$ cat src/hdl/rg_pkg.sv
// ----------------------------------------------------------
// Shared definitions for the game glue logic
// Main CPU address map regions and page bytes
// Video timer register offsets, bus and data widths
// ----------------------------------------------------------
`default_nettype none

package rg_pkg;

    // Main address bus is cpu_addr[23:1]
    localparam int ADDR_W = 23;

    // Register data width
    localparam int BYTE_W = 8;

    // Region code from the upper address byte
    typedef enum logic [2:0] {
        REG_ROM  = 3'd0,
        REG_RAM  = 3'd1,
        REG_VTIM = 3'd2,
        REG_PAIR = 3'd3,
        REG_NONE = 3'd4
    } region_t;

    // ROM spans pages 00 to 1F
    localparam logic [7:0] ROM_TOP   = 8'h1F;
    localparam logic [7:0] RAM_PAGE  = 8'h20;
    localparam logic [7:0] VTIM_PAGE = 8'h38;
    localparam logic [7:0] PAIR_PAGE = 8'h3A;

    // Video timer registers, picked by cpu_addr[1]
    // Line register: write sets irq line, read gives current line
    localparam logic VTIM_OFS_LINE = 1'b0;
    // Ack register: write clears irq, read gives status
    localparam logic VTIM_OFS_ACK  = 1'b1;

endpackage

`default_nettype wire
$ cat src/hdl/rg_game.sv
// ----------------------------------------------------------
// Game glue top level
// Main bus decoder, sound CPU mailbox and video timer
// ----------------------------------------------------------
`timescale 1ns/1ns
`default_nettype none

module rg_game import rg_pkg::*; #(
    parameter int CEN_DIV  = 8,
    parameter int H_TOTAL  = 384,
    parameter int H_VIS    = 288,
    parameter int HS_START = 304,
    parameter int HS_LEN   = 32,
    parameter int V_TOTAL  = 264,
    parameter int V_VIS    = 224,
    parameter int VS_START = 240,
    parameter int VS_LEN   = 8
) (
    input  wire logic              clk48,
    input  wire logic              arst_n,
    // main CPU bus
    input  wire logic [ADDR_W:1]   cpu_addr,
    input  wire logic [15:0]       cpu_dout,
    input  wire logic              cpu_rnw,
    input  wire logic [1:0]        cpu_dsn,
    input  wire logic              cpu_as,
    output logic                   rom_cs,
    output logic                   ram_cs,
    output logic [1:0]             ram_we,
    output logic                   ram_ok,
    output logic [BYTE_W-1:0]      mmr_dout,
    // sound CPU
    input  wire logic              snd_addr,
    input  wire logic              snd_rd,
    input  wire logic              snd_we,
    input  wire logic [BYTE_W-1:0] snd_din,
    output logic [BYTE_W-1:0]      snd_dout,
    output logic                   snd_irq,
    // video
    output logic                   pxl_cen,
    output logic [8:0]             hdump,
    output logic [8:0]             vdump,
    output logic                   lhbl,
    output logic                   lvbl,
    output logic                   hs,
    output logic                   vs,
    output logic                   line_irq
);

    logic              pair_wr;
    logic              vtim_wr;
    logic [BYTE_W-1:0] pair_dout;
    logic [BYTE_W-1:0] vtim_dout;

    rg_bus_decode u_decode (
        .clk48     ( clk48     ),
        .arst_n    ( arst_n    ),
        .cpu_addr  ( cpu_addr  ),
        .cpu_rnw   ( cpu_rnw   ),
        .cpu_dsn   ( cpu_dsn   ),
        .cpu_as    ( cpu_as    ),
        .pair_dout ( pair_dout ),
        .vtim_dout ( vtim_dout ),
        .rom_cs    ( rom_cs    ),
        .ram_cs    ( ram_cs    ),
        .ram_we    ( ram_we    ),
        .ram_ok    ( ram_ok    ),
        .pair_wr   ( pair_wr   ),
        .vtim_wr   ( vtim_wr   ),
        .mmr_dout  ( mmr_dout  )
    );

    // Register blocks take the upper data byte
    rg_sound_pair u_pair (
        .clk48     ( clk48          ),
        .arst_n    ( arst_n         ),
        .pair_wr   ( pair_wr        ),
        .main_sel  ( cpu_addr[1]    ),
        .main_din  ( cpu_dout[15:8] ),
        .pair_dout ( pair_dout      ),
        .snd_addr  ( snd_addr       ),
        .snd_rd    ( snd_rd         ),
        .snd_we    ( snd_we         ),
        .snd_din   ( snd_din        ),
        .snd_dout  ( snd_dout       ),
        .snd_irq   ( snd_irq        )
    );

    rg_video_timer #(
        .CEN_DIV   ( CEN_DIV  ),
        .H_TOTAL   ( H_TOTAL  ),
        .H_VIS     ( H_VIS    ),
        .HS_START  ( HS_START ),
        .HS_LEN    ( HS_LEN   ),
        .V_TOTAL   ( V_TOTAL  ),
        .V_VIS     ( V_VIS    ),
        .VS_START  ( VS_START ),
        .VS_LEN    ( VS_LEN   )
    ) u_vtimer (
        .clk48     ( clk48          ),
        .arst_n    ( arst_n         ),
        .vtim_wr   ( vtim_wr        ),
        .reg_sel   ( cpu_addr[1]    ),
        .cpu_din   ( cpu_dout[15:8] ),
        .vtim_dout ( vtim_dout      ),
        .pxl_cen   ( pxl_cen        ),
        .hdump     ( hdump          ),
        .vdump     ( vdump          ),
        .lhbl      ( lhbl           ),
        .lvbl      ( lvbl           ),
        .hs        ( hs             ),
        .vs        ( vs             ),
        .line_irq  ( line_irq       )
    );

endmodule

`default_nettype wire

$ cat src/hdl/rg_video_timer.sv
// ----------------------------------------------------------
// Video timer
// Pixel clock enable, horizontal and vertical counters
// Blanking and sync, programmable line interrupt registers
// ----------------------------------------------------------
`timescale 1ns/1ns
`default_nettype none

module rg_video_timer import rg_pkg::*; #(
    parameter int CEN_DIV  = 8,
    parameter int H_TOTAL  = 384,
    parameter int H_VIS    = 288,
    parameter int HS_START = 304,
    parameter int HS_LEN   = 32,
    parameter int V_TOTAL  = 264,
    parameter int V_VIS    = 224,
    parameter int VS_START = 240,
    parameter int VS_LEN   = 8
) (
    input  wire logic              clk48,
    input  wire logic              arst_n,
    // CPU register access
    input  wire logic              vtim_wr,
    input  wire logic              reg_sel,
    input  wire logic [BYTE_W-1:0] cpu_din,
    output logic [BYTE_W-1:0]      vtim_dout,
    // video timing
    output logic                   pxl_cen,
    output logic [8:0]             hdump,
    output logic [8:0]             vdump,
    output logic                   lhbl,
    output logic                   lvbl,
    output logic                   hs,
    output logic                   vs,
    output logic                   line_irq
);

    localparam int CW = $clog2(CEN_DIV + 1);

    logic [CW-1:0]     cen_cnt;
    logic [8:0]        hnext;
    logic [8:0]        vnext;
    logic              hwrap;
    logic [BYTE_W-1:0] irq_line;
    logic              line_hit;

    // Pixel enable, one clk48 pulse every CEN_DIV cycles
    always_ff @(posedge clk48 or negedge arst_n) begin
        if (!arst_n) begin
            cen_cnt <= '0;
            pxl_cen <= 1'b0;
        end else begin
            pxl_cen <= cen_cnt == CW'(CEN_DIV - 1);
            cen_cnt <= (cen_cnt == CW'(CEN_DIV - 1)) ? '0 : cen_cnt + 1'b1;
        end
    end

    assign hwrap = hdump == 9'(H_TOTAL - 1);
    assign hnext = hwrap ? 9'd0 : hdump + 9'd1;
    always_comb begin
        if (!hwrap) begin
            vnext = vdump;
        end else if (vdump == 9'(V_TOTAL - 1)) begin
            vnext = 9'd0;
        end else begin
            vnext = vdump + 9'd1;
        end
    end

    // Windows computed from the next position so they line up with the counters
    always_ff @(posedge clk48 or negedge arst_n) begin
        if (!arst_n) begin
            hdump <= 9'd0;
            vdump <= 9'd0;
            lhbl  <= 1'b1;
            lvbl  <= 1'b1;
            hs    <= 1'b0;
            vs    <= 1'b0;
        end else if (pxl_cen) begin
            hdump <= hnext;
            vdump <= vnext;
            lhbl  <= hnext < H_VIS;
            lvbl  <= vnext < V_VIS;
            hs    <= hnext >= HS_START && hnext < HS_START + HS_LEN;
            vs    <= vnext >= VS_START && vnext < VS_START + VS_LEN;
        end
    end

    // Line match only when vdump actually moves onto the programmed line
    assign line_hit = pxl_cen && hwrap && vnext == {1'b0, irq_line};

    always_ff @(posedge clk48 or negedge arst_n) begin
        if (!arst_n) begin
            irq_line <= '0;
            line_irq <= 1'b0;
        end else begin
            if (vtim_wr && reg_sel == VTIM_OFS_LINE) begin
                irq_line <= cpu_din;
            end
            if (line_hit) begin
                line_irq <= 1'b1;
            end else if (vtim_wr && reg_sel == VTIM_OFS_ACK) begin
                line_irq <= 1'b0;
            end
        end
    end

    // Status byte: bit 0 irq, bit 1 lvbl
    assign vtim_dout = (reg_sel == VTIM_OFS_LINE) ? vdump[BYTE_W-1:0]
                                                  : {6'd0, lvbl, line_irq};

endmodule

`default_nettype wire

$ cat src/hdl/rg_sound_pair.sv
// ----------------------------------------------------------
// Main to sound CPU mailbox
// Two command latches written by the main CPU
// Reply byte written by the sound CPU, sound interrupt
// ----------------------------------------------------------
`timescale 1ns/1ns
`default_nettype none

module rg_sound_pair import rg_pkg::*; (
    input  wire logic              clk48,
    input  wire logic              arst_n,
    // main CPU side
    input  wire logic              pair_wr,
    input  wire logic              main_sel,
    input  wire logic [BYTE_W-1:0] main_din,
    output logic [BYTE_W-1:0]      pair_dout,
    // sound CPU side
    input  wire logic              snd_addr,
    input  wire logic              snd_rd,
    input  wire logic              snd_we,
    input  wire logic [BYTE_W-1:0] snd_din,
    output logic [BYTE_W-1:0]      snd_dout,
    output logic                   snd_irq
);

    logic [BYTE_W-1:0] latch0;
    logic [BYTE_W-1:0] latch1;
    logic [BYTE_W-1:0] reply;

    always_ff @(posedge clk48 or negedge arst_n) begin
        if (!arst_n) begin
            latch0 <= '0;
            latch1 <= '0;
        end else if (pair_wr) begin
            if (main_sel) begin
                latch1 <= main_din;
            end else begin
                latch0 <= main_din;
            end
        end
    end

    always_ff @(posedge clk48 or negedge arst_n) begin
        if (!arst_n) begin
            reply <= '0;
        end else if (snd_we) begin
            reply <= snd_din;
        end
    end

    // Latch 0 write raises the irq; sound reading latch 0 drops it
    // A write in the same cycle as the read keeps it raised
    always_ff @(posedge clk48 or negedge arst_n) begin
        if (!arst_n) begin
            snd_irq <= 1'b0;
        end else if (pair_wr && !main_sel) begin
            snd_irq <= 1'b1;
        end else if (snd_rd && !snd_addr) begin
            snd_irq <= 1'b0;
        end
    end

    assign snd_dout  = snd_addr ? latch1 : latch0;
    assign pair_dout = reply;

endmodule

`default_nettype wire

$ cat src/hdl/rg_bus_decode.sv
// ----------------------------------------------------------
// Main CPU bus decoder
// Region decode, chip selects and RAM byte write enables
// RAM ready delay, register write pulses, register read mux
// ----------------------------------------------------------
`timescale 1ns/1ns
`default_nettype none

module rg_bus_decode import rg_pkg::*; (
    input  wire logic              clk48,
    input  wire logic              arst_n,
    input  wire logic [ADDR_W:1]   cpu_addr,
    input  wire logic              cpu_rnw,
    input  wire logic [1:0]        cpu_dsn,
    input  wire logic              cpu_as,
    input  wire logic [BYTE_W-1:0] pair_dout,
    input  wire logic [BYTE_W-1:0] vtim_dout,
    output logic                   rom_cs,
    output logic                   ram_cs,
    output logic [1:0]             ram_we,
    output logic                   ram_ok,
    output logic                   pair_wr,
    output logic                   vtim_wr,
    output logic [BYTE_W-1:0]      mmr_dout
);

    region_t    region;
    logic [7:0] page;
    logic       as_l;
    logic       reg_wr;

    assign page = cpu_addr[23:16];

    always_comb begin
        if (page <= ROM_TOP) begin
            region = REG_ROM;
        end else if (page == RAM_PAGE) begin
            region = REG_RAM;
        end else if (page == VTIM_PAGE) begin
            region = REG_VTIM;
        end else if (page == PAIR_PAGE) begin
            region = REG_PAIR;
        end else begin
            region = REG_NONE;
        end
    end

    assign rom_cs = cpu_as && region == REG_ROM;
    assign ram_cs = cpu_as && region == REG_RAM;

    // dsn is active low, bit 1 is the upper byte
    assign ram_we = {2{ram_cs & ~cpu_rnw}} & ~cpu_dsn;

    // Only the first cycle of a bus cycle counts as a register write
    assign reg_wr  = cpu_as && !as_l && !cpu_rnw && !cpu_dsn[1];
    assign pair_wr = reg_wr && region == REG_PAIR;
    assign vtim_wr = reg_wr && region == REG_VTIM;

    always_ff @(posedge clk48 or negedge arst_n) begin
        if (!arst_n) begin
            as_l   <= 1'b0;
            ram_ok <= 1'b0;
        end else begin
            as_l   <= cpu_as;
            ram_ok <= ram_cs;
        end
    end

    always_comb begin
        case (region)
            REG_PAIR: mmr_dout = pair_dout;
            REG_VTIM: mmr_dout = vtim_dout;
            default:  mmr_dout = '0;
        endcase
    end

endmodule

`default_nettype wire

$ cat config.mk
export PLATFORM = sky130hd
export DESIGN_NAME = rg_game
export DESIGN_NICKNAME = d
export VERILOG_FILES = /design/src/hdl/rg_pkg.sv /design/src/hdl/rg_game.sv /design/src/hdl/rg_video_timer.sv /design/src/hdl/rg_sound_pair.sv /design/src/hdl/rg_bus_decode.sv
export SDC_FILE = /design/constraint.sdc
export NUM_CORES = 1
export LEC_CHECK = 0
export BUFFER_PORTS_ARGS = -buffer_cell sky130_fd_sc_hd__buf_4
export CAP_MARGIN = 10
export CELL_PAD_IN_SITES_DETAIL_PLACEMENT = 0
export CELL_PAD_IN_SITES_GLOBAL_PLACEMENT = 1
export CORE_MARGIN = 3
export CORE_UTILIZATION = 43
export DETAILED_ROUTE_END_ITERATION = 10
export GPL_TIMING_DRIVEN = 0
export PLACE_DENSITY = 0.93
export SYNTH_ARGS = -nofsm -noshare
export SYNTH_HDL_FRONTEND = slang
export SYNTH_SLANG_ARGS = --single-unit
$ cat constraint.sdc
create_clock -name clk48 -period 3.35 [get_ports clk48]
set_input_delay 0.5025 -clock clk48 [delete_from_list [all_inputs] [get_ports clk48]]
set_output_delay 0.5025 -clock clk48 [all_outputs]
set_load 0.05 [all_outputs]
After elaboration in Yosys (flattened, before gate mapping):

Cells that the tools add are included.

* register bits: 63
* latch bits: 0
* bits in writable memories: 0
* bits in read-only memories: 0
* bits of input ports: 56
* memories kept: 0

* add/sub/neg operators: 3
* multipliers: 0
* div/mod/pow operators: 0
* $lt $le $gt $ge: 7
* eq/ne operators: 10
* shift-type cells: 0
* mux-type cells: 15
* bitwise operators: 5
* reduce and logical (&&, ||, !) cells: 25

Operators by type and width (number)
* $mux W9: 3
* $eq A8 B6 Y1 const B: 3
* $add A9 B1 Y9 const B: 2
* $eq A9 B9 Y1 const B: 2
* $lt A9 B8 Y1 const B: 2
* $lt A9 B9 Y1 const B: 2
* $mux W8: 2
* $pmux W8 S2: 1
* $logic_and A1 B1 Y1: 15
* $mux W3: 4
* $eq A9 B8 Y1: 1
* $ge A9 B8 Y1 const B: 1
* $ge A9 B9 Y1 const B: 1
* $le A8 B5 Y1 const B: 1
* $eq A3 B2 Y1 const B: 2
* $logic_not A1 Y1: 5
* $add A4 B1 Y4 const B: 1
* $eq A4 B3 Y1 const B: 1
* $mux W1: 4
* $mux W4: 1
* $reduce_and A2 Y1: 2
* $reduce_bool A2 Y1: 2
* $eq A3 B1 Y1 const B: 1
* $logic_not A3 Y1: 1
* 4 further kinds: 5

Depth between registers and ports, before layout:

* word-level depth: 10
* depth in mapped cells: 8
* gate-level depth less buffers: 7

By module:

From an unflattened synthesis, not the netlist that was laid out.

* cells, all modules: 325
* area, all modules: 3499.6 um2

Modules (own cells, without submodules)
* rg_video_timer: instances 1, cells each 224, area each 2105.8 um2
* rg_sound_pair: instances 1, cells each 64, area each 1071.0 um2
* rg_bus_decode: instances 1, cells each 37, area each 322.8 um2

Worst setup path after synthesis:

No wires, ideal clock.

* path type: in2out
* start: input cpu_addr[23] in the netlist's numbering
* end: output mmr_dout[0]
* arrival: 2.346 ns
* data required time: 2.847 ns
* slack: 0.502 ns
* cell stages on the path: 4
* buffers on the path: 0
* cells stage by stage: nor2_1 -> nand4_1 -> or4_1 -> o21ai_0

* word-level cells in the longest chain between the ends: 7

RTL lines
* start: declaration: RTL line rg_game.sv:22 `input wire logic [ADDR_W:1] cpu_addr,`
* $eq A8 B6 Y1: RTL line rg_bus_decode.sv:41 `end else if (page == PAIR_PAGE) begin`
* $mux W3: RTL line rg_bus_decode.sv:41
* $mux W3: RTL line rg_bus_decode.sv:39 `end else if (page == VTIM_PAGE) begin`
* $mux W3: RTL line rg_bus_decode.sv:37 `end else if (page == RAM_PAGE) begin`
* $mux W3 (*): RTL line rg_bus_decode.sv:35 `if (page <= ROM_TOP) begin`
* $eq A3 B2 Y1: RTL line rg_bus_decode.sv:70 `case (region)`
* $pmux W8 S2 (*): RTL line rg_bus_decode.sv:70
* end: declaration: RTL line rg_game.sv:31 `output logic [BYTE_W-1:0] mmr_dout,`

Every way passes the cells marked *; elsewhere a longest branch is shown, timed or not.

Final worst setup path:

* start: input cpu_addr[23] in the netlist's numbering
* end: output mmr_dout[2]

The elaborated chain is that of the path after synthesis.

==> flow_summary.json <==
{
  "outcome": "finished, final reports clean",
  "die-area_um2": 8780,
  "maxCapViolCount": 0,
  "drtIter0Drc": 123,
  "post_drt_via_cell_ratio": 5.39,
  "syn_inst": 292,
  "fin_crit_sh_pct": 79.8,
  "ctsLongestPathBuffers": 2,
  "yosys_most_used_dff": "sky130_fd_sc_hd__dfrtp_1",
  "vdd_ir_drop_max_v": 0.000251,
  "antenna_violating_nets_post_route": 0,
  "post_synth_most_frequent_cells": "61 x sky130_fd_sc_hd__dfrtp_1, 44 x sky130_fd_sc_hd__mux2_2, 21 x sky130_fd_sc_hd__nor2_1",
  "floorplan.initialDensity_pct": 44.9,
  "cts.reportedPaths.clkPinSlew_ps": 70,
  "grt_antenna_before_repair": 0,
  "cts.htree.levels": 3,
  "post_cts_hold_buffer_count": 0,
  "crit_path_max_fanout": 10,
  "arrival_ps": 2170,
  "drt_pass1_iterations": 5,
  "timing.max_slew.rel_slack_pct": 34.9,
  "drt_drc_violations_left": 0,
  "combPwrFrac_pct": 5.0,
  "place_hpwl_mm": 5.66,
  "synth_nets": 351,
  "start_to_end_type_of_the_worst_setup_path": "in -> out",
  "core_region_area_um2": 7370,
  "drv_slew": 0,
  "clk-insertion-delay-late_ps": 340,
  "total_setup_buffers_inserted_after_cts": 0,
  "p_int_mw": 1.24,
  "grt_pass1_wl_mm": 12.9,
  "async_reset_ff_share_pct": 100,
  "first_global_vias": 2605,
  "synth.top_cells.by_area": "sky130_fd_sc_hd__dfrtp_1 46%, sky130_fd_sc_hd__mux2_2 15%, sky130_fd_sc_hd__xnor2_1 2.6%, sky130_fd_sc_hd__nor2_1 2.4%, sky130_fd_sc_hd__nand2_1 2.2%",
  "clock_tree.root_cell": "sky130_fd_sc_hd__clkbuf_8",
  "fin_tns_setup_ps": 0,
  "min_period_ps": 2670,
  "pin_slew_with_the_least_headroom_to_its_limit_ps": 974,
  "row_count": 31,
  "grtUsageTotal_pct": 18.7,
  "power_switching_share_pct": 20.8,
  "fp.dieH_um": 93.7,
  "io_buffers": 77,
  "standby_leakage_power_nw": 2.06,
  "cts_resized": 0,
  "design.final.nets": 439,
  "routed_wire_length_per_instance_um": 15.9,
  "num_antenna_cells": 0,
  "ys.warnings.count": 0,
  "share_seq_of_total_power_pct": 49.5,
  "clock_skew_ps": 9.88,
  "synth_seq_area_share_pct": 47.7,
  "routed_wirelength_mm": 7.66,
  "grt_overflow_total": 0,
  "core_utilization_of_the_finished_layout_pct": 57.3,
  "total_power_mw": 1.57,
  "cp-start-kind": "primary input",
  "synth.most_common_cell": "sky130_fd_sc_hd__dfrtp_1",
  "report.final.hold_viol_count": 0,
  "numClockSinks": 63,
  "weighted_congestion_reported_at_the_end_of_routability_driven_placement": 0.829,
  "peak_freq_mhz": 374,
  "cts_inserted_buffers": 9,
  "drive_above_1_share_pct": 40.9,
  "die_width_um": 93.7,
  "crit_required_ps": 2850,
  "post_synthesis_register_bit_count": 63,
  "net-switching-power_uw": 328,
  "route.vias.total": 2601,
  "setup_viol_count_final": 0,
  "clock_power_share_pct": 45.5,
  "synth-edff-count": 0,
  "syn-mean-instance-area_um2": 11.3,
  "synthesis.area_um2": 3310,
  "share_of_the_synthesized_area_in_the_top_cell_type_pct": 46.2,
  "unrepaired_setup_endpoints_after_global_routing": "no",
  "tritoncts": "built",
  "grt_start_max_net_pins": 64,
  "ioPinCount": 102,
  "timing.critical_path.to_type": "output pin",
  "netlist.top_cell.by_area": "sky130_fd_sc_hd__dfrtp_1",
  "timing.hold.worst.class": "in -> async",
  "area_growth_syn_to_layout_pct": 27.6,
  "power.density_cell_area_nw_per_um2": 373,
  "synthDistinctLibCells": 55,
  "timing.hold.ws_ps": 243
}
layer usage:
metal | GRT usage (%) | share of wire [%] | up-vias
met5 | 0 | 0 | -
met4 | 9.15 | 2.8 | 0
met3 | 3.93 | 4.5 | 22
met2 | 29.2 | 49 | 73
met1 | 24.5 | 43 | 1252
li1 | - | - | 1254
final timing paths:
path                                          start             endpoint  slack [ps]  depth (start not counted)
worst max-delay path                   cpu_addr[23]          mmr_dout[2]         680                          6
worst min-delay path                         arst_n  u_pair.pair_dout[3]         240                          1
worst max register to register    u_vtimer.hdump[0]    u_vtimer.line_irq         800                          8
worst min register to register  u_vtimer.cen_cnt[0]  u_vtimer.cen_cnt[0]         460                          1
max in group asynchronous                    arst_n  u_vtimer.cen_cnt[3]        2570                          1
min in group clk48                           cpu_as        u_decode.as_l         290                          1
registers in the layout (all words and copies together) (netlist names), 4 cells and up:
signal,flops
u_pair.latch0,8
u_vtimer.irq_line,8
u_vtimer.cen_cnt,4
u_pair.pair_dout,8
u_vtimer.hdump,9
u_pair.latch1,8
u_vtimer.vdump,9
worst max-delay path, cell delays in order:
cell	delay, ps
sky130_fd_sc_hd__buf_4	110
sky130_fd_sc_hd__nor2_1	120
sky130_fd_sc_hd__nand4_1	140
sky130_fd_sc_hd__nor4b_2	820
sky130_fd_sc_hd__a22o_1	280
sky130_fd_sc_hd__buf_4	200
power by group through the flow:
| stage | sequential, mW | combinational [mW] | clock [mW] |
|---|---|---|---|
| finish | 0.779 | 0.0786 | 0.715 |
| CTS | 0.779 | 0.0801 | 0.730 |
| global placement | 0.792 | 0.0779 | 0 |
| detailed placement | 0.793 | 0.0799 | 0 |
| floorplan | 0.791 | 0.0255 | 0 |
| global route | 0.780 | 0.0876 | 0.766 |
cells in the final DEF (no fill, tap or decap), types with 4 or more instances in the layout:
cell and n:
sky130_fd_sc_hd__nor3_1 11, sky130_fd_sc_hd__xor2_1 8, sky130_fd_sc_hd__inv_1 8, sky130_fd_sc_hd__buf_2 4
sky130_fd_sc_hd__clkbuf_8 10, sky130_fd_sc_hd__buf_4 78, sky130_fd_sc_hd__clkbuf_1 6, sky130_fd_sc_hd__o21ai_0 9
sky130_fd_sc_hd__xnor2_1 10, sky130_fd_sc_hd__dfrtp_1 61, sky130_fd_sc_hd__nand3_1 12, sky130_fd_sc_hd__mux2i_1 4
sky130_fd_sc_hd__a22o_1 6, sky130_fd_sc_hd__and3_1 6, sky130_fd_sc_hd__nor2_1 21, sky130_fd_sc_hd__mux2_2 44
sky130_fd_sc_hd__nand2_1 19, sky130_fd_sc_hd__a21oi_1 6
logic make-up (layout without fill, tap and decap cells):
group	count (synthesis)	count (layout)	synth area share, %
AO/OA/AOI/OAI	43	43	9.88
adder cells (fa/ha/maj)	3	3	1.14
AND/OR/NAND/NOR	95	95	16.7
buffers and inverters	21	113	2.88
multiplexers	48	48	16.2
flip-flops	63	63	47.7
XOR/XNOR	19	19	5.49
metrics by stage:
stage	instances	setup slack, ps	cell area (um^2)
after floorplan	292	502	3310
after global placement	468	706	4010
after detailed placement	468	649	4010
after CTS	483	656	4220
after global routing	483	474	4220
final	483	676	4220
layout make-up:
class	instances	area, um^2
flip-flops and latches	63	1580
well taps	99	124
repair buffers	77	578
clock buffers	11	141
plain buffers	13	65.1
multi-input cells	208	1630
clock inverters	4	70.1
fillers	654	3150
inverters	8	30.0
(Power assumes the default switching activity.)
